<file path="src/tlb_entry_pkg.sv">
// TLB geometry constants
// Entry word formats and the register data word union

`default_nettype none

package tlb_entry_pkg;

	// ========================================
	// Geometry
	// ========================================
	localparam int TLB_WAYS       = 4;
	localparam int TLB_WAY_BITS   = 2;
	localparam int TLB_ENTRIES    = 64;
	localparam int TLB_INDEX_BITS = 6;
	// 16 KiB pages
	localparam int PAGE_BITS      = 14;
	localparam int TAG_BITS       = 12;
	localparam int ASID_BITS      = 8;
	localparam int PPN_BITS       = 18;

	typedef logic [ASID_BITS-1:0] asid_t;

	// ========================================
	// Entry words
	// ========================================
	// rwx is read, write, execute from msb down
	typedef struct packed {
		logic                v;
		logic                g;
		logic [2:0]          rwx;
		logic [8:0]          pad;
		logic [PPN_BITS-1:0] ppn;
	} pte_t;

	typedef struct packed {
		asid_t               asid;
		logic [11:0]         pad;
		logic [TAG_BITS-1:0] tag;
	} vpn_t;

	// Register data word, PTE view at address 0 and VPN view at address 1
	typedef union packed {
		pte_t pte;
		vpn_t vpn;
	} tlb_word_u;

	// One way stores this per index
	typedef struct packed {
		pte_t pte;
		vpn_t vpn;
	} tlb_entry_t;

endpackage

`default_nettype wire

</file>
<file path="src/tlb_way_ram.sv">
// One TLB way
// Dual-port RAM, synchronous write and registered read

`default_nettype none
`timescale 1ns/1ps

module tlb_way_ram (
	input  logic                                    clk_g,
	input  logic                                    wr_en_i,
	input  logic [tlb_entry_pkg::TLB_INDEX_BITS-1:0] wr_index_i,
	input  tlb_entry_pkg::tlb_entry_t                wr_entry_i,
	input  logic                                    rd_en_i,
	input  logic [tlb_entry_pkg::TLB_INDEX_BITS-1:0] rd_index_i,
	output tlb_entry_pkg::tlb_entry_t                rd_entry_o
);

	import tlb_entry_pkg::*;

	tlb_entry_t mem [TLB_ENTRIES];

	// Write port, owned by the maintenance unit
	always_ff @(posedge clk_g) begin
		if (wr_en_i)
			mem[wr_index_i] <= wr_entry_i;
	end

	// Read port, data one cycle after the enable
	always_ff @(posedge clk_g) begin
		if (rd_en_i)
			rd_entry_o <= mem[rd_index_i];
	end

endmodule

`default_nettype wire

</file>
<file path="config.mk">
export PLATFORM = sky130hd
export DESIGN_NAME = tlb_way_ram
export DESIGN_NICKNAME = d
export VERILOG_FILES = /design/src/tlb_entry_pkg.sv /design/src/tlb_way_ram.sv
export SDC_FILE = /design/constraint.sdc
export NUM_CORES = 2
export LEC_CHECK = 0
export BUFFER_PORTS_ARGS = -buffer_cell sky130_fd_sc_hd__buf_4
export CORE_MARGIN = 3
export CORE_UTILIZATION = 57
export DETAILED_ROUTE_END_ITERATION = 6
export PLACE_DENSITY = 0.82
export RECOVER_POWER = 50
export SLEW_MARGIN = 30
export SYNTH_ARGS = -nofsm -noshare
export SYNTH_HDL_FRONTEND = slang
export SYNTH_SLANG_ARGS = --single-unit
export TNS_END_PERCENT = 20
</file>
<file path="constraint.sdc">
create_clock -name clk_g -period 5.81 [get_ports clk_g]
set_input_delay 0.581 -clock clk_g [delete_from_list [all_inputs] [get_ports clk_g]]
set_output_delay 0.581 -clock clk_g [all_outputs]
set_load 0.005 [all_outputs]
</file>
* Word-level counts from Yosys, hierarchy flattened
Memories as Yosys holds them, arrays and structs flattened. A register that Yosys moved wholly into a read port is not among the register bits.
Cells that the tools add are included.
** Storage, ports and cells
- Bits in registers :: 0
- Memory bits (writable) :: 4096
- Input port bits :: 79
- Output and inout bits :: 64
- Logic and storage cells :: 3
- Memories kept :: 1
** Memories
- mem :: words 64, width 64, rd ports 1, clocked after Yosys merged registers in 1, wr ports 1, line tlb_way_ram.sv:19 : tlb_entry_t mem [TLB_ENTRIES];
** Cells by class
- Muxes and demuxes :: 2
** Operator list (number)
- $mux 1 :: 2

* Logic depth before layout (Yosys ltp)
- Depth after elaboration :: 2
- Gate-level depth with buffers :: 9
- Mapped depth without buffers :: 5

* Worst setup path after synthesis
Ideal clock, no wire load.
- Kind :: in2reg
- Start point :: in wr_index_i[3] (netlist bit)
- End point :: mem mem[48][0] (netlist bit) (enable)
- Library setup time :: 564 ps
- Arrival :: 5453 ps
- Data required time :: 5246 ps
- Slack :: -207 ps
- Stages :: 4
- Path buffers :: 1
- Path through :: clkbuf_1 > nor2b_1 > nand4b_1 > nor3_1
** RTL lines
- start: declaration :: line tlb_way_ram.sv:10 : input logic [tlb_entry_pkg::TLB_INDEX_BITS-1:0] wr_index_i,
- end: declaration :: line tlb_way_ram.sv:19
Straight into the memory's write port.

* Final worst setup path
- Start point :: in rd_en_i
- End point :: reg rd_entry_o[30] (netlist name)
** RTL lines
- start: declaration :: line tlb_way_ram.sv:12 : input logic rd_en_i,
No word-level cell between the ends.

==> impl_metrics.ini <==
[die]
die_h_um = 531
die_w_um = 531
die_area_um2 = 282000
io_pins = 143
rows = 192
core_um2 = 274000
initial_core_util = 0.573

[finish]
stdcell_area_um2 = 176000
fin_nets = 7044
areaGrowthSynthToFinish_pct = 12.2
post-route-util = 0.643
drive_gt1_frac = 0.268
fill_cells = 15800

[routing]
viasPerCell = 7.69
first_pass_iters = 7
vias = 83700
drt_iter0_markers = 16800
routed_wl_mm = 501
drc = 1
drt.antenna.violating_nets = 0
wire_per_inst_um = 46.0

[sta]
slew_headroom = -2.34
finalMaxSlewViolations = 4267
tightest_slew_ps = 5010
fin_skew_ps = 59.8
hold_viol = 0
rsz0062_at_grt = no
min_period_ps = 4710
timing.final.ws_setup_ps = 1100
setup_violations = 0
fmax_ghz = 0.212
final.period_utilization = 0.810

[worst_setup_path]
cp_slowest_cell = clkbuf_1
crit_type = input port to register
worstPathMaxFanout = 40
critical_path_buf_inv_count = 2
cp-end-kind = register
r2r_setup_slack_ps = 3150
cp_top_family = buffers and inverters
critical-path-max-stage-delay_ps = 3430
startpoint_type = input port
cp.arrival_ps = 5220
path_cells = clkbuf_1 -> buf_4
cp_data_required_time_ps = 6320

[logic_synthesis]
synth_top_area_frac = 0.796
synth_area_per_cell_um2 = 23.8
yosysSeqAreaShare = 0.796
synth_ff_type = edfxtp_1
synthTopCellsByArea = edfxtp_1 (80%), mux4_2 (15%), mux2i_1 (0.86%)
syn_area_um2 = 157000
synth_edf_count = 4160
async_flop_share = 0
yosys_warnings = 0
synth_seq_cells = 4160
synth_top_cell_by_area = edfxtp_1
syn-instance-count = 6598
synthDistinctLibCells = 32
synthesis.nets = 6677

[clocking]
ctsResizeCount = 0
clock_sinks = 4160
post_cts_buffers = 0
cts_tree = built
cts_made_buffers = 383
htreeDepth = 5
clock_latency_ps = 940
clk_pin_slew_worst_paths_ps = 70
clock_path_buffers = 4
ctsRootBufferMaster = clkbuf_16
cts_hold_buffers = 0

[grt]
grt_usage = 0.348
grt_pass1_vias = 85000
overflow = 0
grt_max_degree = 112
grt_pass1_wl_mm = 674
grt_antenna_before_repair = 37

[placement]
place_area_um2 = 164000
gp_congestion = 0.817
dp_slack_ps = 1850
io_buffers = 142
dp_hpwl_mm = 220

[power_and_ir_drop]
peakVddDrop_v = 0.000339
p_leak_nw = 54.5
cellPowerDensity_nw_per_um2 = 354
power_w = 0.0623

[status]
violations = design-rule violations, max-capacitance violations, max-slew violations
outcome = complete, but fails checks

[job]
cap_violations = 66

[hold_path]
min_path_type = input port to register
state kept, by name (all words and copies together) (netlist names):
signal,cells
rd_entry_o,64
mem,4096
cell usage in the layout, fill, tap and decap left out, types with 74 or more instances in the layout:
cell and instances:
edfxtp_1 4160, clkinv_1 74, buf_4 196, a22oi_1 168, mux4_2 1024, o22ai_1 83, mux2i_1 135, clkbuf_1 148
a22o_1 88, clkbuf_16 392
final timing paths:
| path | cells past startpoint | endpoint | start |
|---|---|---|---|
| worst max-delay path | 2 | rd_entry_o[30] | rd_en_i |
| worst min-delay path | 3 | mem[52][14] | wr_index_i[2] |
| worst max register to register | 5 | rd_entry_o[30] | mem[13][30] |
| worst min register to register | 4 | rd_entry_o[63] | mem[60][63] |
stage by stage:
step / hold slack (ps) / std cells / setup TNS [ps]
floorplan: 680 / 6598 / -12850
global route: 383 / 10900 / 0
finish: 385 / 10900 / 0
detailed placement: 901 / 10200 / 0
CTS: 111 / 10800 / 0
global placement: 882 / 10200 / 0
area by class of cell:
| cell class | count | area [um2] | share of cell area |
|---|---|---|---|
| antenna | 30 | 75.1 | 0.000426 |
| clock buffer | 473 | 10100 | 0.0574 |
| clock inverter | 216 | 2190 | 0.0125 |
| inverter | 19 | 71.3 | 0.000405 |
| multi-input combinational | 2049 | 30700 | 0.174 |
| sequential | 4160 | 125000 | 0.709 |
| tap | 3589 | 4490 | 0.0255 |
| timing repair buffer | 352 | 3530 | 0.0201 |
cells in the mapped netlist, drive strengths merged, types with 2 or more instances:
library cell / n
a211oi: 63
a22o: 88
a22oi: 168
a2bb2oi: 19
a31oi: 18
a41oi: 26
and2: 3
and3: 64
buf: 230
clkbuf: 140
edfxtp: 4160
inv: 19
mux2i: 135
mux4: 1024
nand2: 58
nand2b: 11
nand3: 45
nand3b: 2
nand4: 2
nor2: 112
nor2b: 28
nor3: 2
o221ai: 38
o22ai: 83
or2: 28
or3: 29
logic make-up after synthesis:
family	synth area share
AOI/OAI and AO/OA	0.0247
and+or+nand+nor	0.0123
buffers and inverters	0.0118
DFF	0.796
muxes	0.156
where the power goes:
group | internal, W | switching [W]
clock | 0.0142 | 0.0117
combinational | 0.00104 | 0.00190
sequential | 0.0333 | 0.000168
total | 0.0486 | 0.0137
metal layers:
layer  track usage  vias up  routed length, um
li1              -    29300                  -
met4         0.255       32              47700
met5             0        -                207
met3        0.0943     2627              76100
met2         0.540     9830             235000
met1         0.426    41900             141000
No activity file was read; power rests on OpenSTA's default activity.
