<file path="config.mk">
export PLATFORM = sky130hd
export DESIGN_NAME = channel_arbiter
export DESIGN_NICKNAME = d
export VERILOG_FILES = /design/src/stlb_bus_pkg.sv /design/src/channel_arbiter.sv
export SDC_FILE = /design/constraint.sdc
export NUM_CORES = 1
export LEC_CHECK = 0
export BUFFER_PORTS_ARGS = -buffer_cell sky130_fd_sc_hd__buf_2
export CAP_MARGIN = 30
export CORE_AREA = 2 2 39 41
export DETAILED_ROUTE_END_ITERATION = 12
export DIE_AREA = 0 0 41 43
export PLACE_DENSITY_LB_ADDON = 0.1
export SLEW_MARGIN = 20
export SYNTH_ARGS = -nofsm -noshare
export SYNTH_HDL_FRONTEND = slang
export SYNTH_SLANG_ARGS = --single-unit
</file>
<file path="constraint.sdc">
create_clock -name clk_g -period 1.7 [get_ports clk_g]
set_input_delay 0.425 -clock clk_g [delete_from_list [all_inputs] [get_ports clk_g]]
set_output_delay 0.425 -clock clk_g [all_outputs]
set_load 0.1 [all_outputs]
</file>
<file path="src/stlb_bus_pkg.sv">
// Channel count and address widths
// Register port addresses and control word fields

`default_nettype none

package stlb_bus_pkg;

	localparam int CHANNELS = 4;
	localparam int CH_BITS  = 2;

	localparam int VADR_BITS = 32;
	localparam int PADR_BITS = 32;

	typedef logic [VADR_BITS-1:0] vadr_t;
	typedef logic [PADR_BITS-1:0] padr_t;

	// ========================================
	// Register port
	// ========================================
	localparam int REG_ADDR_BITS = 2;

	localparam logic [REG_ADDR_BITS-1:0] REG_PTE  = 2'd0;
	localparam logic [REG_ADDR_BITS-1:0] REG_VPN  = 2'd1;
	localparam logic [REG_ADDR_BITS-1:0] REG_CTRL = 2'd2;

	// Control word layout
	localparam int CTRL_INDEX_LSB = 0;
	localparam int CTRL_WAY_LSB   = 8;
	localparam int CTRL_WRITE_BIT = 16;
	localparam int CTRL_CLEAR_BIT = 17;

endpackage

`default_nettype wire

</file>
<file path="src/channel_arbiter.sv">
// Round-robin arbiter for the lookup pipeline
// In-flight mask keeps a channel from a second lookup

`default_nettype none
`timescale 1ns/1ps

module channel_arbiter (
	input  logic                               clk_g,
	input  logic                               rst_i,
	input  logic [stlb_bus_pkg::CHANNELS-1:0]  req_i,
	input  logic                               retire_valid_i,
	input  logic [stlb_bus_pkg::CH_BITS-1:0]   retire_channel_i,
	output logic                               grant_valid_o,
	output logic [stlb_bus_pkg::CH_BITS-1:0]   grant_channel_o
);

	import stlb_bus_pkg::*;

	logic [CHANNELS-1:0] in_flight;
	logic [CHANNELS-1:0] in_flight_next;
	logic [CHANNELS-1:0] eligible;
	logic [CH_BITS-1:0]  last_grant;
	logic                pick_valid;
	logic [CH_BITS-1:0]  pick_channel;

	assign eligible = req_i & ~in_flight;

	// Search starts one past the last grant and wraps
	always_comb begin
		logic [CH_BITS-1:0] cand;
		pick_valid   = 1'b0;
		pick_channel = last_grant;
		for (int i = 1; i <= CHANNELS; i++) begin
			cand = last_grant + CH_BITS'(i);
			if (!pick_valid && eligible[cand]) begin
				pick_valid   = 1'b1;
				pick_channel = cand;
			end
		end
	end

	// A retiring channel is never granted in the same cycle
	always_comb begin
		in_flight_next = in_flight;
		if (retire_valid_i)
			in_flight_next[retire_channel_i] = 1'b0;
		if (pick_valid)
			in_flight_next[pick_channel] = 1'b1;
	end

	always_ff @(posedge clk_g or posedge rst_i) begin
		if (rst_i) begin
			in_flight       <= '0;
			// Channel 0 is searched first
			last_grant      <= CH_BITS'(CHANNELS-1);
			grant_valid_o   <= 1'b0;
			grant_channel_o <= '0;
		end else begin
			in_flight     <= in_flight_next;
			grant_valid_o <= pick_valid;
			if (pick_valid) begin
				grant_channel_o <= pick_channel;
				last_grant      <= pick_channel;
			end
		end
	end

endmodule

`default_nettype wire

</file>
==> Word level (Yosys, flattened, before mapping) <==
Cells that the tools add are included.
Widths: inputs -> output; s select.
{ "classes": {"n_addsub": 3, "magnitude_cmp": 8, "n_mux": 22, "bitwise_logic": 5, "n_reduce_logical": 8} }
{ "ops": {"columns": ["op", "n"], "rows": [
  ["$lt 2x3->1 const B", 6],
  ["$mux 1", 10],
  ["$and 4x4->4", 2],
  ["$bmux 1 s2", 4],
  ["$mux 2", 4],
  ["$mux 4", 2],
  ["$not 4->4", 2],
  ["$logic_and 1x1->1", 5],
  ["$add 2x2->2 const B", 2],
  ["$demux 1 s2", 2],
  ["$ge 2x1->1 const B", 2],
  ["$or 4x4->4", 1],
  ["$logic_not 1->1", 3],
  ["$add 2x1->2 const B", 1]
]} }
{ "totals": {"ff_bits": 9, "inputBits": 9, "out_inout_bits": 3} }

==> Longest topological paths before layout <==
{ "logic_depth": {"word_depth": 20, "mapped_depth": 5, "ltp_nobuf": 5} }

==> Least setup slack after synthesis <==
Ideal clock, no wire load.
{ "synth_path": {"path_type": "input port to flip-flop", "startpoint": "in req_i[0] (netlist bit)", "endpoint": "reg grant_channel_o[1] (netlist bit)", "setup_time_ns": 0.126, "arrival_ns": 1.205, "path_slack_ns": 0.369, "cell_stages": 5, "path_buffers": 0, "cell_sequence": "nor2b_4 -> o22ai_1 -> mux2i_2 -> inv_2 -> mux2_4"} }
{ "synth_via": {"elab_chain_len": 13, "elab_cells_between_ends": 23, "classes_between": "mux: 16; bitwise: 1; reduce/logical: 6"} }
{ "synth_lines": {"columns": ["item", "line_no", "text"], "rows": [
  ["start, declared", "channel_arbiter.sv:10", "input logic [stlb_bus_pkg::CHANNELS-1:0] req_i,"],
  ["$and 4x4->4 (*)", "channel_arbiter.sv:26", "assign eligible = req_i & ~in_flight;"],
  ["$bmux 1 s2", "channel_arbiter.sv:35", "if (!pick_valid && eligible[cand]) begin"],
  ["$mux 1 (not written as such)", "channel_arbiter.sv:35", null],
  ["$mux 1", "channel_arbiter.sv:35", null],
  ["$logic_not 1->1", "channel_arbiter.sv:35", null],
  ["$logic_and 1x1->1", "channel_arbiter.sv:35", null],
  ["$mux 1", "channel_arbiter.sv:35", null],
  ["$logic_not 1->1", "channel_arbiter.sv:35", null],
  ["$logic_and 1x1->1", "channel_arbiter.sv:35", null],
  ["$mux 1", "channel_arbiter.sv:35", null],
  ["$logic_not 1->1", "channel_arbiter.sv:35", null],
  ["$logic_and 1x1->1", "channel_arbiter.sv:35", null],
  ["$mux 2 or $mux 1 (tied branches)", "channel_arbiter.sv:35", null],
  ["end signal, assigned", "channel_arbiter.sv:62", "grant_channel_o <= pick_channel;"],
  ["end, declared", "channel_arbiter.sv:14", "output logic [stlb_bus_pkg::CH_BITS-1:0] grant_channel_o"]
]} }
Every way passes the cells marked *; elsewhere a longest branch is shown, timed or not. The select of a mux whose other input is x is not followed.
A chain may end at the register's enable or synchronous reset.

==> Final worst setup path <==
{ "layout_path": {"startpoint": "reg grant_channel_o[1] (netlist bit)", "endpoint": "out grant_channel_o[1] (netlist bit)"} }
No word-level cell between the ends.

==> flow_summary.toml <==
[run_status]
status = "finished, final reports clean"

[timing]
period_needed_ns = 1.46
rsz0062_at_grt = "false"
final.setup.tns_ns = 0
skew_ns = 0.00141
worst_pin_slew_ns = 0.489
maxSlewViolCount = 0
setup_viol_count_final = 0
hold_violations = 0
fmax_ghz = 0.686
fin_crit_sh = 0.858
relSlewSlack = 0.676

[cts]
cts_setup_buffers = 0
clk_pin_slew_ns = 0.06
cts_resized = 0
cts_buffer_depth = 2
clock-sinks = 9
cts_max_level = 1
insertion_delay_ns = 0.26
cts-root-buf = "clkbuf_4"
cts_tree = "built"
ctsHoldBuffers = 0
cts-buffers-inserted = 3

[floorplanning]
rows = 14
start_util = 0.355
ioPinCount = 12
die_x_um = 41
chipHeight_um = 43
core-area_sq_um = 1380
die_area_sq_um = 1760

[worst_setup_path]
crit_cells = 1
worstSetupPathType = "flop to output pin"
slowest_delay_ns = 0.43
crit_arrival_ns = 1.03
crit_path_end_kind = "output pin"
startpoint_type = "flop"
critPathSlowestCell = "buf_2"
r2r_cells = 5
critical_path_required_ns = 1.27
cp_max_fo = 2
crit_buf_inv = 1
path_delay_family = "buffers and inverters"
crit_chain = "buf_2"

[detailed_routing]
routed_wl_um = 1050
dr.first_iter.drc_count = 6
vias_per_cell = 5.53
first_pass_iters = 4
vias = 404
ant_nets = 0
wl_per_cell_um = 14.4
drcViolationCount = 0

[logic_synthesis]
synth.area.top_cells = "dfrtp_1, dfstp_2, nand2b_4"
ys_ff_latch = 9
synth_area_per_cell_sq_um = 11.7
yosys_warnings = 0
synth_cell_types = 23
yosysSeqAreaShare = 0.463
syn_inst = 42
synth_top_area_frac = 0.356
synthesis.nets = 51
netlist_area_sq_um = 492
yosys.area.top_type = "dfrtp_1"

[job]
cap_violations = 0

[grt]
grt_pass1_vias = 416
antenna_found_initial = 0
grt_usage = 0.157
grt_first_pass_wirelength_um = 1770
globalRouteOverflowTotal = 0
grt_start_max_net_pins = 10

[layout]
fill_cells = 130
drive_gt1_frac = 0.456
diodes = 0
fin_util = 0.429
synthToLayoutAreaGrowth_pct = 20.6
final_nets = 67

[placement]
dp_hpwl_um = 786
gp_routability_congestion = 0.764
io_buffers = 11

[power_and_ir_drop]
power_density_nw_per_um2 = 2400
ir_worst_vdd_v = 0.00114
p_leak_uw = 0.000279

[hold_path]
hp-class = "input pin to async pin"
-- cell families (layout without fill, tap and decap cells) --
logic type	Yosys count	in the layout	share of synthesized area
AO/OA/AOI/OAI	16	16	0.247
buffers and inverters	3	18	0.0229
flip-flops	9	9	0.463
multiplexers	2	2	0.0585
AND/OR/NAND/NOR	12	12	0.209
-- Yosys cell counts --
cell,number
mux2i_2,1
o21a_1,1
o31ai_1,1
dfstp_2,2
o21ai_0,4
dfrtp_1,7
inv_1,2
nand3_1,1
nand2_1,3
and2b_1,1
nor2b_4,2
mux2_4,1
o221ai_1,1
o22a_1,1
inv_2,1
nand2b_4,2
a2bb2oi_1,3
a211o_2,1
nor2_4,1
o22ai_1,2
nand2b_1,2
o31ai_2,1
a21o_1,1
-- registers in the layout, indices dropped and copies added, names as in the netlist --
signal / cells
in_flight: 4
last_grant: 2
grant_channel_o: 2
grant_valid_o: 1
-- report_power, final --
part	leakage (uW)	total, uW	internal (uW)	switching (uW)
combinational	0.000164	825	293	533
sequential	0.000100	431	348	83.6
clock	0.0000150	169	90.7	78.4
total	0.000279	1430	731	695
-- cell usage in the layout, fill, tap and decap left out --
master	instances
and2b_1	1
o21a_1	1
a21o_1	1
o22a_1	1
o31ai_2	1
nand2_1	3
inv_2	1
nor2_4	1
o21ai_0	4
clkbuf_4	3
nand2b_1	2
nand2b_4	2
o31ai_1	1
buf_2	11
clkbuf_1	1
inv_1	2
dfstp_2	2
o22ai_1	2
nand3_1	1
mux2i_2	1
a211o_2	1
nor2b_4	2
dfrtp_1	7
mux2_4	1
o221ai_1	1
a2bb2oi_1	3
-- cell type report --
cell class | count | area (sq um) | share of cell area
sequential | 9 | 228 | 0.384
multi-input combinational | 30 | 253 | 0.426
clock buffer | 4 | 26.3 | 0.0443
tap | 16 | 20.0 | 0.0338
timing repair buffer | 11 | 55.1 | 0.0928
inverter | 3 | 11.3 | 0.0190
-- layer usage --
| layer | global-route usage | vias to the layer above | share of wire |
|---|---|---|---|
| met2 | 0.241 | 12 | 0.51 |
| met3 | 0.0471 | 4 | 0.055 |
| li1 | - | 185 | - |
| met1 | 0.178 | 203 | 0.42 |
| met5 | 0 | - | 0 |
| met4 | 0.100 | 0 | 0.018 |
-- stage by stage --
stage,instances,worst slack [ns],total power (uW),cell area (sq um),hold WS [ns]
6_report,73,0.242,1430,593,0.108
5_1_grt,73,0.186,1510,593,0.139
4_1_cts,73,0.237,1440,593,0.108
3_5_place_dp,69,0.167,1250,567,0.402
3_3_place_gp,69,0.183,1240,567,0.390
2_1_floorplan,42,0.369,1110,492,0.251
-- final timing paths --
check | from | slack, ns | to
worst max-delay path | grant_channel_o[1] | 0.24 | grant_channel_o[1]
worst min-delay path | rst_i | 0.11 | in_flight[1]
worst max register to register | in_flight[0] | 0.25 | grant_channel_o[1]
worst min register to register | grant_channel_o[0] | 0.50 | grant_channel_o[0]
max in group asynchronous | rst_i | 1.29 | last_grant[1]
min in group clk_g | retire_channel_i[0] | 0.43 | in_flight[2]
Note: power is estimated with default switching activity, not from simulation.
