<file path="config.mk">
export PLATFORM = sky130hd
export DESIGN_NAME = tlb_lookup
export DESIGN_NICKNAME = d
export VERILOG_FILES = /design/src/tlb_entry_pkg.sv /design/src/stlb_bus_pkg.sv /design/src/tlb_lookup.sv
export SDC_FILE = /design/constraint.sdc
export NUM_CORES = 1
export LEC_CHECK = 0
export BUFFER_PORTS_ARGS = -buffer_cell sky130_fd_sc_hd__buf_2
export CAP_MARGIN = 20
export CORE_AREA = 2 2 136 138
export DETAILED_ROUTE_END_ITERATION = 8
export DIE_AREA = 0 0 138 140
export GPL_ROUTABILITY_DRIVEN = 0
export HOLD_SLACK_MARGIN = 0.08
export PLACE_DENSITY = 0.56
export SYNTH_ARGS = -nofsm -noshare
export SYNTH_HDL_FRONTEND = slang
export SYNTH_SLANG_ARGS = --single-unit
</file>
<file path="constraint.sdc">
create_clock -name clk_g -period 3.6 [get_ports clk_g]
set_input_delay 0 -clock clk_g [delete_from_list [all_inputs] [get_ports clk_g]]
set_output_delay 0 -clock clk_g [all_outputs]
set_load 0.02 [all_outputs]
</file>
<file path="src/tlb_entry_pkg.sv">
// TLB geometry constants
// Entry word formats and the register data word union

`default_nettype none

package tlb_entry_pkg;

	// ========================================
	// Geometry
	// ========================================
	localparam int TLB_WAYS       = 4;
	localparam int TLB_WAY_BITS   = 2;
	localparam int TLB_ENTRIES    = 64;
	localparam int TLB_INDEX_BITS = 6;
	// 16 KiB pages
	localparam int PAGE_BITS      = 14;
	localparam int TAG_BITS       = 12;
	localparam int ASID_BITS      = 8;
	localparam int PPN_BITS       = 18;

	typedef logic [ASID_BITS-1:0] asid_t;

	// ========================================
	// Entry words
	// ========================================
	// rwx is read, write, execute from msb down
	typedef struct packed {
		logic                v;
		logic                g;
		logic [2:0]          rwx;
		logic [8:0]          pad;
		logic [PPN_BITS-1:0] ppn;
	} pte_t;

	typedef struct packed {
		asid_t               asid;
		logic [11:0]         pad;
		logic [TAG_BITS-1:0] tag;
	} vpn_t;

	// Register data word, PTE view at address 0 and VPN view at address 1
	typedef union packed {
		pte_t pte;
		vpn_t vpn;
	} tlb_word_u;

	// One way stores this per index
	typedef struct packed {
		pte_t pte;
		vpn_t vpn;
	} tlb_entry_t;

endpackage

`default_nettype wire

</file>
<file path="src/stlb_bus_pkg.sv">
// Channel count and address widths
// Register port addresses and control word fields

`default_nettype none

package stlb_bus_pkg;

	localparam int CHANNELS = 4;
	localparam int CH_BITS  = 2;

	localparam int VADR_BITS = 32;
	localparam int PADR_BITS = 32;

	typedef logic [VADR_BITS-1:0] vadr_t;
	typedef logic [PADR_BITS-1:0] padr_t;

	// ========================================
	// Register port
	// ========================================
	localparam int REG_ADDR_BITS = 2;

	localparam logic [REG_ADDR_BITS-1:0] REG_PTE  = 2'd0;
	localparam logic [REG_ADDR_BITS-1:0] REG_VPN  = 2'd1;
	localparam logic [REG_ADDR_BITS-1:0] REG_CTRL = 2'd2;

	// Control word layout
	localparam int CTRL_INDEX_LSB = 0;
	localparam int CTRL_WAY_LSB   = 8;
	localparam int CTRL_WRITE_BIT = 16;
	localparam int CTRL_CLEAR_BIT = 17;

endpackage

`default_nettype wire

</file>
<file path="src/tlb_lookup.sv">
// Two-stage TLB lookup pipeline
// Tag and ASID compare, address translation, write permission

`default_nettype none
`timescale 1ns/1ps

module tlb_lookup (
	input  logic                                              clk_g,
	input  logic                                              rst_i,
	input  logic                                              grant_valid_i,
	input  logic [stlb_bus_pkg::CH_BITS-1:0]                  grant_channel_i,
	input  stlb_bus_pkg::vadr_t                               vadr_i,
	input  tlb_entry_pkg::asid_t                              asid_i,
	input  logic                                              we_i,
	output logic                                              rd_en_o,
	output logic [tlb_entry_pkg::TLB_INDEX_BITS-1:0]          rd_index_o,
	input  tlb_entry_pkg::tlb_entry_t [tlb_entry_pkg::TLB_WAYS-1:0] way_entry_i,
	output logic                                              res_valid_o,
	output logic [stlb_bus_pkg::CH_BITS-1:0]                  res_channel_o,
	output logic                                              res_hit_o,
	output stlb_bus_pkg::padr_t                               res_padr_o,
	output logic [2:0]                                        res_rwx_o,
	output logic                                              res_we_o
);

	import tlb_entry_pkg::*;
	import stlb_bus_pkg::*;

	// Request fields aligned with the way read data
	logic               s0_valid;
	logic [CH_BITS-1:0] s0_channel;
	vadr_t              s0_vadr;
	asid_t              s0_asid;
	logic               s0_we;

	logic [TAG_BITS-1:0] s0_tag;
	logic [TLB_WAYS-1:0] way_hit;
	logic                hit;
	tlb_entry_t          hit_entry;

	// ========================================
	// Stage 0 issues the way read
	// ========================================
	assign rd_en_o    = grant_valid_i;
	assign rd_index_o = vadr_i[PAGE_BITS +: TLB_INDEX_BITS];

	always_ff @(posedge clk_g or posedge rst_i) begin
		if (rst_i)
			s0_valid <= 1'b0;
		else
			s0_valid <= grant_valid_i;
	end

	always_ff @(posedge clk_g) begin
		if (grant_valid_i) begin
			s0_channel <= grant_channel_i;
			s0_vadr    <= vadr_i;
			s0_asid    <= asid_i;
			s0_we      <= we_i;
		end
	end

	// ========================================
	// Stage 1 compares all ways
	// ========================================
	assign s0_tag = s0_vadr[VADR_BITS-1 -: TAG_BITS];

	// Global pages match any ASID
	always_comb begin
		for (int w = 0; w < TLB_WAYS; w++) begin
			way_hit[w] = way_entry_i[w].pte.v &&
				(way_entry_i[w].vpn.tag == s0_tag) &&
				((way_entry_i[w].vpn.asid == s0_asid) || way_entry_i[w].pte.g);
		end
	end

	// Lowest numbered way wins
	always_comb begin
		hit       = 1'b0;
		hit_entry = '0;
		for (int w = TLB_WAYS-1; w >= 0; w--) begin
			if (way_hit[w]) begin
				hit       = 1'b1;
				hit_entry = way_entry_i[w];
			end
		end
	end

	always_ff @(posedge clk_g or posedge rst_i) begin
		if (rst_i)
			res_valid_o <= 1'b0;
		else
			res_valid_o <= s0_valid;
	end

	always_ff @(posedge clk_g) begin
		res_channel_o <= s0_channel;
		res_hit_o     <= hit;
		if (hit) begin
			res_padr_o <= {hit_entry.pte.ppn, s0_vadr[PAGE_BITS-1:0]};
			res_rwx_o  <= hit_entry.pte.rwx;
			// Bit 1 of rwx is the write permission
			res_we_o   <= s0_we & hit_entry.pte.rwx[1];
		end else begin
			res_padr_o <= '0;
			res_rwx_o  <= '0;
			res_we_o   <= 1'b0;
		end
	end

endmodule

`default_nettype wire

</file>
# ---- Word-level counts from Yosys, hierarchy flattened
# Cells that the tools add are included.
dict set report word_totals {
  regBits 84
  out_inout_bits 47
}
dict set report classes {
  eq_ne 8
  mux 8
  n_bitwise 1
  reduce_logical 12
}
# operator count
set op_table {}
lappend op_table {{two-way mux 62 bit} 4}
lappend op_table {{equality test 12 bit} 4}
lappend op_table {{equality test 8 bit} 4}
lappend op_table {{logical AND 1 bit} 8}
lappend op_table {{logical OR 1 bit} 4}
lappend op_table {{two-way mux 1 bit} 4}
lappend op_table {{bitwise AND 1 bit} 1}

# ---- Logic depth before layout (Yosys ltp)
dict set report depth {
  word_depth 8
  depth_mapped 8
}

# ---- Least setup slack after synthesis
# No wires, ideal clock.
dict set report synth_path {
  path_type {register -> register}
  startpoint {reg s0_vadr[24]}
  endpoint {reg res_padr_o[14]}
  setup_ns 0.136
  t_arrival_ns 1.838
  required_time_ns 3.464
  slack_ns 1.626
  path_stages_with_launch 9
  n_path_buf 3
  cell_sequence {edfxtp_1 buf_6 xnor2_1 nand4_1 or4_1 buf_2 clkbuf_1 o32ai_1 a32oi_1}
}
dict set report synth_via {
  elab_chain_cells 7
}
# element line_no
set synth_rtl {}
lappend synth_rtl {{start, declared} tlb_lookup.sv:32} ;# vadr_t s0_vadr;
lappend synth_rtl {{start signal, assigned} tlb_lookup.sv:57} ;# s0_vadr <= vadr_i;
lappend synth_rtl {{equality test 12 bit} tlb_lookup.sv:72} ;# (way_entry_i[w].vpn.tag == s0_tag) &&
lappend synth_rtl {{logical AND 1 bit} tlb_lookup.sv:71} ;# way_hit[w] = way_entry_i[w].pte.v &&
lappend synth_rtl {{logical AND 1 bit} tlb_lookup.sv:72}
lappend synth_rtl {{two-way mux 62 bit or two-way mux 1 bit (tied branches) (4 in series)} tlb_lookup.sv:82} ;# if (way_hit[w]) begin
lappend synth_rtl {{end signal, assigned} tlb_lookup.sv:100} ;# res_padr_o <= {hit_entry.pte.ppn, s0_vadr[PAGE_BITS-1:0]};
lappend synth_rtl {{end, declared} tlb_lookup.sv:21} ;# output stlb_bus_pkg::padr_t res_padr_o,
# Parallel ways exist; a longest one is shown, timed or not.
# A chain may end at the register's enable or synchronous reset.

# ---- Final worst setup path
dict set report layout_path {
  startpoint {reg s0_vadr[22]}
  endpoint {reg res_we_o}
}
dict set report layout_via {
  elab_chain_cells 8
}
# element line_no
set layout_rtl {}
lappend layout_rtl {{equality test 12 bit} tlb_lookup.sv:72}
lappend layout_rtl {{logical AND 1 bit} tlb_lookup.sv:71}
lappend layout_rtl {{logical AND 1 bit} tlb_lookup.sv:72}
lappend layout_rtl {{two-way mux 62 bit (4 in series)} tlb_lookup.sv:82}
lappend layout_rtl {{bitwise AND 1 bit} tlb_lookup.sv:103} ;# res_we_o <= s0_we & hit_entry.pte.rwx[1];
lappend layout_rtl {{end signal, assigned} tlb_lookup.sv:103}
lappend layout_rtl {{end, declared} tlb_lookup.sv:23} ;# output logic res_we_o
# Parallel ways exist; a longest one is shown, timed or not.

==> summary.md <==
| Metric | Value |
|---|---|
| Fin util | `between 30% and 40%` |
| Post-detail-place hpwl | `11.6 mm` |
| Number of buffers on the longest clock path | `2` |
| Final routed wirelength across all metal layers | `roughly 16 mm` |
| Type of the worst min-delay path | `input port to flip-flop` |
| Count of clock tree sinks | `78` |
| # setup viols final | `0` |
| Count of buffer and inverter cells on the critical path | `1` |
| Total die area | `19300 um2` |
| Clock insertion delay at the later pin of the skew report | `approximately 0.34 ns` |
| Clock tree from TritonCTS | `built` |
| Number of nets with antenna violations after routing | `0` |
| Cell area after synthesis | `4080 um2` |
| Cell count after synthesis | `about 370` |
| Cell breakdown of the critical path | `xnor2_1 > nand4_1 > or4_1 > o2111ai_1 > a311oi_1 > dlygate4sd3_1` |
| Mean post-synth cell area | `around 11 um2` |
| Tot GR Track Use | `16.1%` |
| Proportion of register bits with asynchronous set or reset after synthesis | `under 10%` |
| Transition time at the pin with the least slew margin | `approximately 1.1 ns` |
| # hold bufs at CTS | `between 80 and 90` |
| Htree depth | `3` |
| Area delta synth->final | `63.6%` |
| Nature of the critical path startpoint | `flip-flop` |
| Remaining max-slew budget at the tightest pin | `23.6%` |
| Number of remaining DRC errors | `0` |
| Cell at the root of the clock tree | `sky130_fd_sc_hd__clkbuf_16` |
| Seq cells post-synth | `between 70 and 80` |
| Largest net degree at the start of global routing | `40` |
| Y dimension of the die | `140 um` |
| Total inserted antenna cells | `0` |
| Post-Place Cell Area | `roughly 5500 um2` |
| Required time at the endpoint of the critical path | `roughly 3.8 ns` |
| # fillers | `between 1500 and 2000` |
| Cell type of the slowest stage on the worst timing path | `sky130_fd_sc_hd__or4_1` |
| Number of gates given a new drive strength after cts | `0` |
| Most common flop cell mapped by yosys | `sky130_fd_sc_hd__dfxtp_1` |
| Share of the yosys chip area belonging to registers | `47.6%` |
| Ratio of total power to cell area | `roughly 350 nW/um2` |
| Unrepaired setup endpoints after global routing | `false` |
| Wire length of the first global-routing pass | `24.0 mm` |
| Max Clock Freq | `about 310 MHz` |
| Synthesis warning total | `0` |
| Fraction of layout cells with a size suffix above 1 | `about 42%` |
| Row Count | `approximately 50` |
| Peak ir drop on the vdd network | `0.200 mV` |
| Clk slew on worst S/H paths | `about 0.060 ns` |
| Area occupied by registers | `around 1900 um2` |
| Number of max-cap violations | `0` |
| Initial cell density of the core | `between 20% and 30%` |
| Maximum clock skew at final layout | `~0.0099 ns` |
| Number of buffers added by the clock tree synthesis step | `9` |
| Setup fix buffers added after clock tree synthesis | `0` |
| Endpoint type of the worst setup path | `flip-flop` |
| Gr ovfl total | `0` |
| Number of enable flip-flop cells after synthesis | `37` |
| Outcome | `finished, final reports clean` |
| Synth unique cells | `32` |
| Width of the die | `around 140 um` |
| Count of nets after finishing | `approximately 980` |
| Overall Power | `about 2.3 mW` |
| Vias per std cell | `4.73` |
| Number of antenna violations at the first check in global routing | `2` |
| Largest fanout on the critical path | `21` |
| Wire per inst | `~17 um` |
| Via count | `about 4300` |
| I/O pin count | `roughly 350` |
| Post-route cell area | `roughly 6700 um2` |
| Synth Net Count | `670` |
| Placeable core region | `about 18000 um2` |
| Time the final worst path needs with I/O delays and setup | `between 3 and 4 ns` |
| Final-report hold violation count | `0` |
| Worst stage delay on the critical path | `0.98 ns` |
| Worst Path Class, Setup | `flip-flop to flip-flop` |
| Length of the first detailed-routing pass in iterations | `5` |
| Cell type group with the largest total delay on the critical path | `simple AND/OR/NAND/NOR gates` |
| Setup TNS | `0 ns` |
| Leakage | `between 2 and 3 nW` |
| Fraction of the cycle the final worst path needs | `between 90% and 100%` |
| Multi-input gate area in the final layout | `about 1900 um2` |
| Count of buffers from port buffering | `approximately 250` |
| Max Transition Viols Final | `0` |
| Final worst hold slack | `about 0.29 ns` |
| Arrival time of the worst setup path | `between 3 and 4 ns` |
| Drt first-iter violations | `around 170` |
| Vias in the first global route | `~4600` |
[cells by family (layout without fill, tap and decap cells)]
family	Yosys count	count (layout)	synth area share, %
AOI/OAI and AO/OA	87	87	18.6
xor gates and xnor gates	80	80	17.2
DFF	78	78	47.6
and+or+nand+nor	73	73	10.1
buffers and inverters	50	368	6.56
[path summary, 6_finish.rpt]
check                              startpoint          endpoint  slack [ns]  cells after the start
worst min register to register  s0_channel[1]  res_channel_o[1]        0.35                      0
worst max-delay path              s0_vadr[22]          res_we_o        0.35                      6
max in group asynchronous               rst_i          s0_valid        2.87                      4
worst min-delay path            grant_valid_i          s0_valid        0.29                      1
min in group asynchronous               rst_i       res_valid_o        0.62                      4
worst max register to register    s0_vadr[22]          res_we_o        0.35                      6
[power breakdown]
part	total [mW]	internal (mW)	leakage, nW	switching [mW]
clock network	0.924	0.521	0.147	0.403
registers	1.01	0.971	0.700	0.0395
logic	0.372	0.214	1.99	0.159
total	2.31	1.71	2.83	0.602
[area by class of cell]
class	count	share of cell area, %
repair buffers	351	33.5
flip-flops and latches	78	29.1
multi-input cells	240	28.6
well taps	229	4.29
clock buffers	10	3.75
clock inverters	6	0.750
inverters	1	0.0562
[per-stage QoR]
step                      cells  setup slack [ns]
after global routing        915             0.167
final                       915             0.353
after CTS                   914             0.295
after detailed placement    809             0.834
after floorplan             368              1.63
after global placement      809             0.834
[cells in the final DEF, fill, tap and decap left out, types with 5 or more instances in the layout]
master,instances
sky130_fd_sc_hd__buf_2,252
sky130_fd_sc_hd__dlygate4sd3_1,89
sky130_fd_sc_hd__xnor2_1,54
sky130_fd_sc_hd__nand3_1,45
sky130_fd_sc_hd__dfxtp_1,39
sky130_fd_sc_hd__edfxtp_1,37
sky130_fd_sc_hd__xor2_1,26
sky130_fd_sc_hd__o2111ai_1,21
sky130_fd_sc_hd__o32ai_1,20
sky130_fd_sc_hd__a32oi_1,20
sky130_fd_sc_hd__a21boi_1,14
sky130_fd_sc_hd__clkbuf_16,10
sky130_fd_sc_hd__buf_4,9
sky130_fd_sc_hd__nand4_1,8
sky130_fd_sc_hd__nor4_1,5
sky130_fd_sc_hd__nand2_1,5
[state kept, by name (all words and copies together) (netlist names), 2 cells and up]
register / cells
s0_vadr: 26
res_channel_o: 2
s0_asid: 8
res_rwx_o: 3
res_padr_o: 32
s0_channel: 2
[cells in the mapped netlist (all sizes together), types with 2 or more instances]
| master | n | area (um2) |
|---|---|---|
| xnor2 | 54 | 473 |
| nand3 | 45 | 225 |
| dfxtp | 39 | 781 |
| edfxtp | 37 | 1110 |
| buf | 26 | 178 |
| xor2 | 26 | 228 |
| clkbuf | 23 | 86.3 |
| o2111ai | 21 | 184 |
| a32oi | 20 | 175 |
| o32ai | 20 | 175 |
| a21boi | 14 | 105 |
| nand4 | 8 | 50.1 |
| nor4 | 8 | 77.6 |
| nand2 | 5 | 18.8 |
| a41o | 3 | 30.0 |
| nor2 | 3 | 11.3 |
| or4 | 3 | 22.5 |
| a311oi | 2 | 17.5 |
| a41oi | 2 | 17.5 |
| dfrtp | 2 | 50.1 |
[layer usage]
layer	track usage (%)	wire length (um)	vias up
met5	0	13	-
met4	6.34	318	2
met3	4.85	1280	30
met2	29.4	8170	237
met1	17.4	6180	2010
li1	-	-	2046
(Power assumes the default switching activity.)
