===== config.mk =====
export PLATFORM = sky130hd
export DESIGN_NAME = tlb_maint
export DESIGN_NICKNAME = d
export VERILOG_FILES = /design/src/tlb_entry_pkg.sv /design/src/stlb_bus_pkg.sv /design/src/tlb_maint.sv
export SDC_FILE = /design/constraint.sdc
export NUM_CORES = 1
export LEC_CHECK = 0
export BUFFER_PORTS_ARGS = -buffer_cell sky130_fd_sc_hd__clkbuf_2
export CORE_ASPECT_RATIO = 0.9
export CORE_MARGIN = 3
export CORE_UTILIZATION = 45
export DETAILED_ROUTE_END_ITERATION = 10
export PLACE_DENSITY = 0.8
export SYNTH_ARGS = -nofsm -noshare
export SYNTH_HDL_FRONTEND = slang
export SYNTH_SLANG_ARGS = --single-unit

===== constraint.sdc =====
create_clock -name clk_g -period 3.8 [get_ports clk_g]
set_clock_uncertainty 0.1 [all_clocks]
set_input_delay 0.76 -clock clk_g [delete_from_list [all_inputs] [get_ports clk_g]]
set_output_delay 0.76 -clock clk_g [all_outputs]
set_load 0.05 [all_outputs]

===== src/tlb_entry_pkg.sv =====
// TLB geometry constants
// Entry word formats and the register data word union

`default_nettype none

package tlb_entry_pkg;

	// ========================================
	// Geometry
	// ========================================
	localparam int TLB_WAYS       = 4;
	localparam int TLB_WAY_BITS   = 2;
	localparam int TLB_ENTRIES    = 64;
	localparam int TLB_INDEX_BITS = 6;
	// 16 KiB pages
	localparam int PAGE_BITS      = 14;
	localparam int TAG_BITS       = 12;
	localparam int ASID_BITS      = 8;
	localparam int PPN_BITS       = 18;

	typedef logic [ASID_BITS-1:0] asid_t;

	// ========================================
	// Entry words
	// ========================================
	// rwx is read, write, execute from msb down
	typedef struct packed {
		logic                v;
		logic                g;
		logic [2:0]          rwx;
		logic [8:0]          pad;
		logic [PPN_BITS-1:0] ppn;
	} pte_t;

	typedef struct packed {
		asid_t               asid;
		logic [11:0]         pad;
		logic [TAG_BITS-1:0] tag;
	} vpn_t;

	// Register data word, PTE view at address 0 and VPN view at address 1
	typedef union packed {
		pte_t pte;
		vpn_t vpn;
	} tlb_word_u;

	// One way stores this per index
	typedef struct packed {
		pte_t pte;
		vpn_t vpn;
	} tlb_entry_t;

endpackage

`default_nettype wire


===== src/stlb_bus_pkg.sv =====
// Channel count and address widths
// Register port addresses and control word fields

`default_nettype none

package stlb_bus_pkg;

	localparam int CHANNELS = 4;
	localparam int CH_BITS  = 2;

	localparam int VADR_BITS = 32;
	localparam int PADR_BITS = 32;

	typedef logic [VADR_BITS-1:0] vadr_t;
	typedef logic [PADR_BITS-1:0] padr_t;

	// ========================================
	// Register port
	// ========================================
	localparam int REG_ADDR_BITS = 2;

	localparam logic [REG_ADDR_BITS-1:0] REG_PTE  = 2'd0;
	localparam logic [REG_ADDR_BITS-1:0] REG_VPN  = 2'd1;
	localparam logic [REG_ADDR_BITS-1:0] REG_CTRL = 2'd2;

	// Control word layout
	localparam int CTRL_INDEX_LSB = 0;
	localparam int CTRL_WAY_LSB   = 8;
	localparam int CTRL_WRITE_BIT = 16;
	localparam int CTRL_CLEAR_BIT = 17;

endpackage

`default_nettype wire


===== src/tlb_maint.sv =====
// TLB maintenance unit
// Register port, holding words, entry writer and clearing sweep

`default_nettype none
`timescale 1ns/1ps

module tlb_maint (
	input  logic                                     clk_g,
	input  logic                                     rst_i,
	input  logic                                     reg_we_i,
	input  logic [stlb_bus_pkg::REG_ADDR_BITS-1:0]   reg_addr_i,
	input  tlb_entry_pkg::tlb_word_u                 reg_data_i,
	output logic                                     ready_o,
	output logic [tlb_entry_pkg::TLB_WAYS-1:0]       wr_en_o,
	output logic [tlb_entry_pkg::TLB_INDEX_BITS-1:0] wr_index_o,
	output tlb_entry_pkg::tlb_entry_t                wr_entry_o
);

	import tlb_entry_pkg::*;
	import stlb_bus_pkg::*;

	typedef enum logic [1:0] {
		ST_IDLE,
		ST_WRITE,
		ST_SWEEP
	} maint_state_t;

	maint_state_t state;

	// Holding words and the latched target slot
	pte_t                      pte_q;
	vpn_t                      vpn_q;
	logic [TLB_INDEX_BITS-1:0] index_q;
	logic [TLB_WAY_BITS-1:0]   way_q;

	logic [TLB_INDEX_BITS-1:0] sweep_cnt;

	logic                      reg_take;
	logic                      ctrl_take;
	logic [TLB_INDEX_BITS-1:0] ctrl_index;
	logic [TLB_WAY_BITS-1:0]   ctrl_way;
	logic                      ctrl_write;
	logic                      ctrl_clear;

	assign ready_o   = (state == ST_IDLE);
	assign reg_take  = reg_we_i && ready_o;
	assign ctrl_take = reg_take && (reg_addr_i == REG_CTRL);

	// ========================================
	// Control word decode
	// ========================================
	assign ctrl_index = reg_data_i[CTRL_INDEX_LSB +: TLB_INDEX_BITS];
	assign ctrl_way   = reg_data_i[CTRL_WAY_LSB +: TLB_WAY_BITS];
	assign ctrl_write = reg_data_i[CTRL_WRITE_BIT];
	assign ctrl_clear = reg_data_i[CTRL_CLEAR_BIT];

	always_ff @(posedge clk_g) begin
		if (reg_take && (reg_addr_i == REG_PTE))
			pte_q <= reg_data_i.pte;
		if (reg_take && (reg_addr_i == REG_VPN))
			vpn_q <= reg_data_i.vpn;
		if (ctrl_take) begin
			index_q <= ctrl_index;
			way_q   <= ctrl_way;
		end
	end

	// ========================================
	// Maintenance FSM
	// ========================================
	// Reset starts a sweep so every entry reads invalid
	always_ff @(posedge clk_g or posedge rst_i) begin
		if (rst_i) begin
			state     <= ST_SWEEP;
			sweep_cnt <= '0;
		end else begin
			case (state)
				ST_IDLE: begin
					if (ctrl_take) begin
						// Clear wins over write
						if (ctrl_clear) begin
							state     <= ST_SWEEP;
							sweep_cnt <= '0;
						end else if (ctrl_write) begin
							state <= ST_WRITE;
						end
					end
				end
				ST_WRITE: begin
					state <= ST_IDLE;
				end
				ST_SWEEP: begin
					sweep_cnt <= sweep_cnt + 1'b1;
					if (sweep_cnt == TLB_INDEX_BITS'(TLB_ENTRIES-1))
						state <= ST_IDLE;
				end
				default: begin
					state <= ST_IDLE;
				end
			endcase
		end
	end

	// Way write port
	always_comb begin
		wr_en_o    = '0;
		wr_index_o = index_q;
		wr_entry_o = '0;
		case (state)
			ST_WRITE: begin
				wr_en_o[way_q] = 1'b1;
				wr_entry_o.pte = pte_q;
				wr_entry_o.vpn = vpn_q;
			end
			ST_SWEEP: begin
				// Zero entry into every way at this index
				wr_en_o    = '1;
				wr_index_o = sweep_cnt;
			end
			default: begin
			end
		endcase
	end

endmodule

`default_nettype wire


== Yosys cells after proc, flatten, opt, wreduce, memory -nomap -nowiden ==
Cells that the tools add are included.
Widths: inputs -> output; s select.
Word-level totals
  register bits: 80
  output and inout port bits: 75
  word-level logic and storage cells: 47
Operators by class
  add/sub/neg operators: 1
  magnitude comparators: 2
  equality and inequality tests: 9
  multiplexer cells: 13
  reductions and logical operators: 10
Operators with widths (number)
  $mux 64: 1
  $mux 6: 3
  $pmux 6 s2: 1
  $mux 2: 4
  $pmux 4 s2: 1
  $add 6x1->6 const B: 1
  $eq 6x6->1 const B: 1
  $reduce_and 3->1: 2
  $logic_and 1x1->1: 5
  $eq 2x1->1 const B: 2
  $eq 2x2->1 const B: 2
  $logic_not 2->1: 2
  $ne 2x2->1 const B: 2
  $pmux 2 s2: 1
  $lt 2x3->1 const B: 1
  $ne 3x3->1 const B: 1
  $demux 1 s2: 1
  $ge 2x1->1 const B: 1
  $ne 2x1->1 const B: 1
  $reduce_bool 2->1: 1
  $mux 1: 1

== Logic depth before layout (Yosys ltp) ==
Gate-level depths: netlist of the first run.
  depth in word-level cells: 5
  mapped depth: 7

== Worst setup path after synthesis of the first run ==
No wires, ideal clock.
  path type: register to register
  from: reg state[0]
  to: reg vpn_q[0] in the netlist's numbering, enable pin
  setup time: 468 ps
  arrival time: 3592 ps
  data required time: 3232 ps
  path slack: -360 ps
  cell stages (with the launch flop): 6
  path buffers: 1
  period minus slack after synthesis: 4160 ps
  path through: dfrtp_1 > inv_1 > ha_1 > buf_6 > nand2_2 > nor3b_1
On the way
  word-level cells in the longest chain between the ends: 3
RTL lines
  start, declared: RTL line tlb_maint.sv:28  | maint_state_t state;
  start signal, assigned: RTL line tlb_maint.sv:74  | state <= ST_SWEEP;
  start signal, assigned: RTL line tlb_maint.sv:82  | state <= ST_SWEEP;
  start signal, assigned: RTL line tlb_maint.sv:85  | state <= ST_WRITE;
  $logic_not 2->1: RTL line tlb_maint.sv:45  | assign ready_o = (state == ST_IDLE);
  named net ready_o: RTL line tlb_maint.sv:13  | output logic ready_o,
  $logic_and 1x1->1: RTL line tlb_maint.sv:46  | assign reg_take = reg_we_i && ready_o;
  $logic_and 1x1->1: RTL line tlb_maint.sv:60  | if (reg_take && (reg_addr_i == REG_VPN))
  end signal, assigned: RTL line tlb_maint.sv:61  | vpn_q <= reg_data_i.vpn;
  end, declared: RTL line tlb_maint.sv:32  | vpn_t vpn_q;
The timed path passes the listed nets, and every way through them passes these cells.
A chain may end at the register's enable or synchronous reset.

==> results of run 1 <==
[cell usage in the layout, fill, tap and decap left out, drive strengths merged, types with 2 or more instances in the layout]
cell    instances
a211oi          2
a21o            2
a22o            3
and2           66
buf             3
bufinv          2
clkbuf        120
clkinv          3
dfrtp           7
edfxtp         72
ha              4
inv             4
mux2            6
mux2i           2
nand2           9
nand2b          2
nand3           3
nor2            2
nor3            2
nor3b           3
o21a            5
o21ai           4
[cell families after synthesis]
group / count (synthesis) / share of synthesized area (%)
flip-flops: 80 / 71.8
AND/OR/NAND/NOR: 92 / 17.2
multiplexers: 8 / 2.66
adder cells (fa/ha/maj): 4 / 1.52
AO/OA/AOI/OAI: 21 / 4.83
buffers and inverters: 13 / 1.94
[area by class of cell]
cell class / count / share of cell area, %
Clock buffer: 9 / 2.97
Clock inverter: 7 / 2.25
Inverter: 3 / 0.270
Multi-Input combinational cell: 125 / 21.2
Sequential cell: 80 / 56.7
Tap cell: 90 / 2.70
Timing Repair Buffer: 114 / 13.9
[how the worst max path moves through the flow]
stage,cells past startpoint,end
global route,5,wr_entry_o[1]
floorplan,5,vpn_q[0]$_DFFE_PP_
global placement,5,wr_entry_o[54]
detailed placement,5,wr_entry_o[12]
finish,5,wr_entry_o[1]
CTS,5,wr_entry_o[1]
[flip-flops by register name (all words and copies together) (netlist names)]
name / count
state: 2
way_q: 2
vpn_q: 32
pte_q: 32
sweep_cnt: 6
index_q: 6
[power groups by stage]
stage	logic, mW	registers [mW]	clock network, mW
4_1_cts	0.914	1.10	0.686
2_1_floorplan	0.730	1.10	0
6_report	0.904	1.10	0.667
3_3_place_gp	0.900	1.11	0
5_1_grt	0.966	1.11	0.722
3_5_place_dp	0.911	1.12	0
[routing by layer]
metal	part of all wire (%)	wire length (um)	global-route usage (%)
met4	1.4	94	6.98
met5	0	0	0
met2	49	3220	27.0
met3	6.3	411	2.85
met1	43	2790	20.8
[critical path, delay by kind of cell (launching register included)]
family        cells  cell delay, ps
flops             1             390
simple gates      1             200
fa+ha+maj         1             640
buf+inv           3             760
[through the flow]
stage / worst slack, ps / total power [mW] / utilization [%]
after detailed placement: 944 / 2.03 / 57.8
final: 627 / 2.67 / 61.0
after CTS: 558 / 2.70 / 61.0
after global routing: 389 / 2.79 / 61.0
after global placement: 1040 / 2.01 / 57.8
after floorplan: 761 / 1.83 / -
==> results_dict.tcl, run 1 <==
set metrics [dict create \
    syn_area_per_cell_sq_um 15.1 \
    num_vias 2096 \
    hp-class "in -> async" \
    synth_seq_cells 80 \
    wl_per_cell_um 15.2 \
    grt_setup_unrepaired "false" \
    multi_input_area_sq_um 886 \
    arrival_ps 2310 \
    cts_setup_buffers 0 \
    final_antenna_net_count 0 \
    async_flop_share_pct 10.0 \
    fin_crit_sh_pct 83.5 \
    setup_viol 0 \
    slew_violations 0 \
    worst_hold_slack_ps 250 \
    cts_buffer_depth 2 \
    swShare_pct 38.1 \
    first_pass_iters 4 \
    max_slew_margin_pct 43.6 \
    synth.yosys.warnings 0 \
    synth_top_area_share_pct 65.7 \
    fmax_mhz 315 \
    core_sq_mm 0.00683 \
    finalHoldViolations 0 \
    n_fill_cell 557 \
    tightest_slew_ps 845 \
    reg2reg_to "vpn_q[31]$_DFFE_PP_" \
    syn-cell-area_sq_mm 0.00329 \
    numCtsBuffers 9 \
    cts_resized 0 \
    min_period_ps 3170 \
    final.setup.tns_ps 0 \
    synthesis.nets 259 \
    clk_latency_ps 330 \
    r2r_slack_ps 1150 \
    die_x_um 96.1 \
    ys_seq_area_share_pct 71.8 \
    placed_cells 412 \
    die_height_um 87.1 \
    syn2layout_area_growth_pct 26.7 \
    synth_area_leaders "edfxtp_1, and2_1, dfrtp_1" \
    drc 0 \
    instances_no_fill 428 \
    gp_congestion 0.737 \
    drt_iter0_drc 134 \
    vdd_drop_max_v 0.000321 \
    p_sw_mw 1.02 \
    antenna_found_initial 0 \
    synthTopCellsByCount "edfxtp_1, and2_1, clkbuf_1, nand2_1, dfrtp_1" \
    io_pins 112 \
    max_stage_delay_ps 640 \
    path_class "reg -> out" \
    crit_path_start "state[1]$_DFFE_PP1P_" \
    grt_pass1_vias 2063 \
    layout-drive-gt1-share_pct 42.6 \
    ys.flop_type "edfxtp_1" \
    die-area_sq_mm 0.00838 \
    yosysTopAreaCell "edfxtp_1" \
    num-nets-final 374 \
    r2r_start "state[0]$_DFFE_PP0P_" \
    grt-ovfl-total 0 \
    netlist_instances 218 \
    cts_tree "built" \
    start_util_pct 48.2 \
    path_cells "inv_1 > ha_1 > buf_4 > and2_1 > clkbuf_2" \
    slowest_stage "ha_1" \
    rows 28 \
    pwr-share-comb_pct 33.9 \
    cp-end-kind "output port" \
    pwr_density_cell_mw_per_mm2 640 \
    p_clk_share_pct 25.0 \
    p_leak_nw 1.75 \
    placedInstanceArea_sq_mm 0.00395 \
    diodes 0 \
    yosysMostFrequentCell "edfxtp_1" \
    hold_buffers 0 \
    routed_via_density 4.90 \
    drv_cap 0 \
    finalInstanceArea_sq_mm 0.00417 \
    p_int_mw 1.65 \
    cts_max_level 3 \
    synth_edf_count 72 \
    crit_path_start_kind "flop" \
    crit_fanout 38 \
    outcome "finished, final reports clean" \
    grt_pass1_wl_um 10200 \
    root_buffer "clkbuf_8" \
    clkTransAtPathRegs_ps 80 \
    io_buffers 111 \
    cts_sinks 80 \
    routed_wl_um 6520 \
    hpwlAfterDp_um 4710 \
    rr_worst_depth 5 \
    grt_use_total_pct 16.2 \
    ys_types 36 \
    grt_max_degree 39 \
    final-seq-area_sq_mm 0.00236 \
    worstPathRequired_ps 2940 \
    p_seq_share_pct 41.1 \
]
Power figures use the tool's default switching activity.
==> run 2: changes to the inputs <==
==> constraint.sdc (replaced) <==
create_clock -name clk_g -period 2.6 [get_ports clk_g]
set_clock_uncertainty 0.1 [all_clocks]
set_input_delay 0.52 -clock clk_g [delete_from_list [all_inputs] [get_ports clk_g]]
set_output_delay 0.52 -clock clk_g [all_outputs]
set_load 0.05 [all_outputs]
==> run 2 against run 1 <==
Critical endpoint is now wr_index_o[5]. Cell count up 1.4%. Critical path type unchanged. Via count is 0.95% higher. Hold slack got worse by 240 ps. Largest power group unchanged. Sequential cell count stayed put.
==> results_dict.tcl, run 2 (synthesis gave the netlist of run 1 again) <==
set metrics [dict create \
    outcome "finished, final reports clean" \
    tightest_slew_ps 473 \
    io_buffers 111 \
    finalHoldViolations 0 \
    cts_buffer_depth 2 \
    numCtsBuffers 9 \
    first_pass_iters 4 \
    root_buffer "clkbuf_8" \
    final.setup.tns_ps 0 \
    arrival_ps 1820 \
    rows 28 \
    n_fill_cell 560 \
    grt-ovfl-total 0 \
    finalInstanceArea_sq_mm 0.00426 \
    cp-end-kind "output port" \
    pwr-share-comb_pct 34.1 \
    io_pins 112 \
    start_util_pct 48.2 \
    grt_pass1_wl_um 10400 \
    vdd_drop_max_v 0.000454 \
    grt_use_total_pct 16.6 \
    grt_setup_unrepaired "false" \
    antenna_found_initial 0 \
    num-nets-final 381 \
    layout-drive-gt1-share_pct 44.5 \
    gp_congestion 0.792 \
    p_leak_nw 1.79 \
    placed_cells 418 \
    p_int_mw 2.55 \
    path_class "reg -> out" \
    fmax_mhz 409 \
    die_height_um 87.1 \
    min_period_ps 2440 \
    swShare_pct 36.8 \
    clkTransAtPathRegs_ps 80 \
    worstPathRequired_ps 1980 \
    core_sq_mm 0.00683 \
    grt_max_degree 42 \
    wl_per_cell_um 15.1 \
    p_clk_share_pct 26.2 \
    die_x_um 96.1 \
    clk_latency_ps 330 \
    p_sw_mw 1.49 \
    rr_worst_depth 7 \
    setup_viol 0 \
    diodes 0 \
    pwr_density_cell_mw_per_mm2 949 \
    cts_tree "built" \
    final_common_cell "clkbuf_2" \
    routed_wl_um 6560 \
    placedInstanceArea_sq_mm 0.00400 \
    hpwlAfterDp_um 4660 \
    cts_sinks 80 \
    p_seq_share_pct 39.7 \
    hp-class "in -> async" \
    syn2layout_area_growth_pct 29.4 \
    instances_no_fill 434 \
    top_regs "pte_q: 32 flops, vpn_q: 32 flops" \
    cts_max_level 3 \
    drv_cap 0 \
    final_antenna_net_count 0 \
    drc 0 \
    fin_crit_sh_pct 94.0 \
    layout_common_cells "clkbuf_2, edfxtp_1, and2_1" \
    num_vias 2116 \
    slew_violations 0 \
    crit_path_start_kind "flop" \
    crit_fanout 12 \
    max_slew_margin_pct 67.6 \
    power_mw 4.04 \
    routed_via_density 4.88 \
    grt_pass1_vias 2100 \
    die-area_sq_mm 0.00838 \
    drt_iter0_drc 87 \
]
==> run 2: layer usage <==
layer  part of all wire, %  track usage (%)  wire [um]
met4                  0.99             6.20         65
met3                   6.1             3.72        401
met1                    45             23.1       2960
met5                     0                0          0
met2                    48             25.5       3130
==> run 2: cell type report <==
class                      instances  area, sq um  share of cell area (%)
clock buffer                      10          128                    3.00
inverter                           3         11.3                   0.264
clock inverter                     5          106                    2.50
multi-input combinational        125          903                    21.2
sequential                        80         2360                    55.5
tap                               90          113                    2.64
timing repair buffer             121          634                    14.9
==> run 2: worst paths after layout <==
path / from / to / slack, ps
setup / recovery: state[1]$_DFFE_PP1P_ / wr_index_o[5] / 160
hold / removal: rst_i / sweep_cnt[3]$_DFFE_PP0P_ / 10
setup reg to reg: state[0]$_DFFE_PP0P_ / state[1]$_DFFE_PP1P_ / 570
hold reg to reg: sweep_cnt[0]$_DFFE_PP0P_ / sweep_cnt[0]$_DFFE_PP0P_ / 440
max in group asynchronous: rst_i / state[1]$_DFFE_PP1P_ / 2090
min in group clk_g: reg_data_i[29] / vpn_q[29]$_DFFE_PP_ / 270
==> run 2: worst max-delay path, cell delays in order, from the launching register on <==
cell and delay, ps:
dfstp_2 560, ha_2 330, mux2_2 370, clkbuf_2 240
==> run 2: power by group through the flow <==
stage          combinational [mW]  sequential, mW  clock (mW)
2_1_floorplan                1.08            1.61           0
3_3_place_gp                 1.35            1.63           0
3_5_place_dp                 1.37            1.63           0
4_1_cts                      1.38            1.60        1.09
5_1_grt                      1.48            1.62        1.14
6_report                     1.38            1.60        1.06
==> run 2: what timing repair did <==
action                     4_1_cts  5_1_grt
cloned                           0        0
hold buffers                     0        0
resized for setup                1        1
setup buffers                    0        1
setup endpoints to repair       33       26
==> run 2: stage by stage <==
step / worst slack, ps / hold WS [ps] / util [%]
floorplan: 104 / 235 / -
finish: 156 / 10.6 / 62.3
detailed placement: 251 / 377 / 58.6
CTS: 1.15 / 8.46 / 62.1
global placement: 302 / 363 / 58.6
global route: 67.5 / 30.2 / 62.3
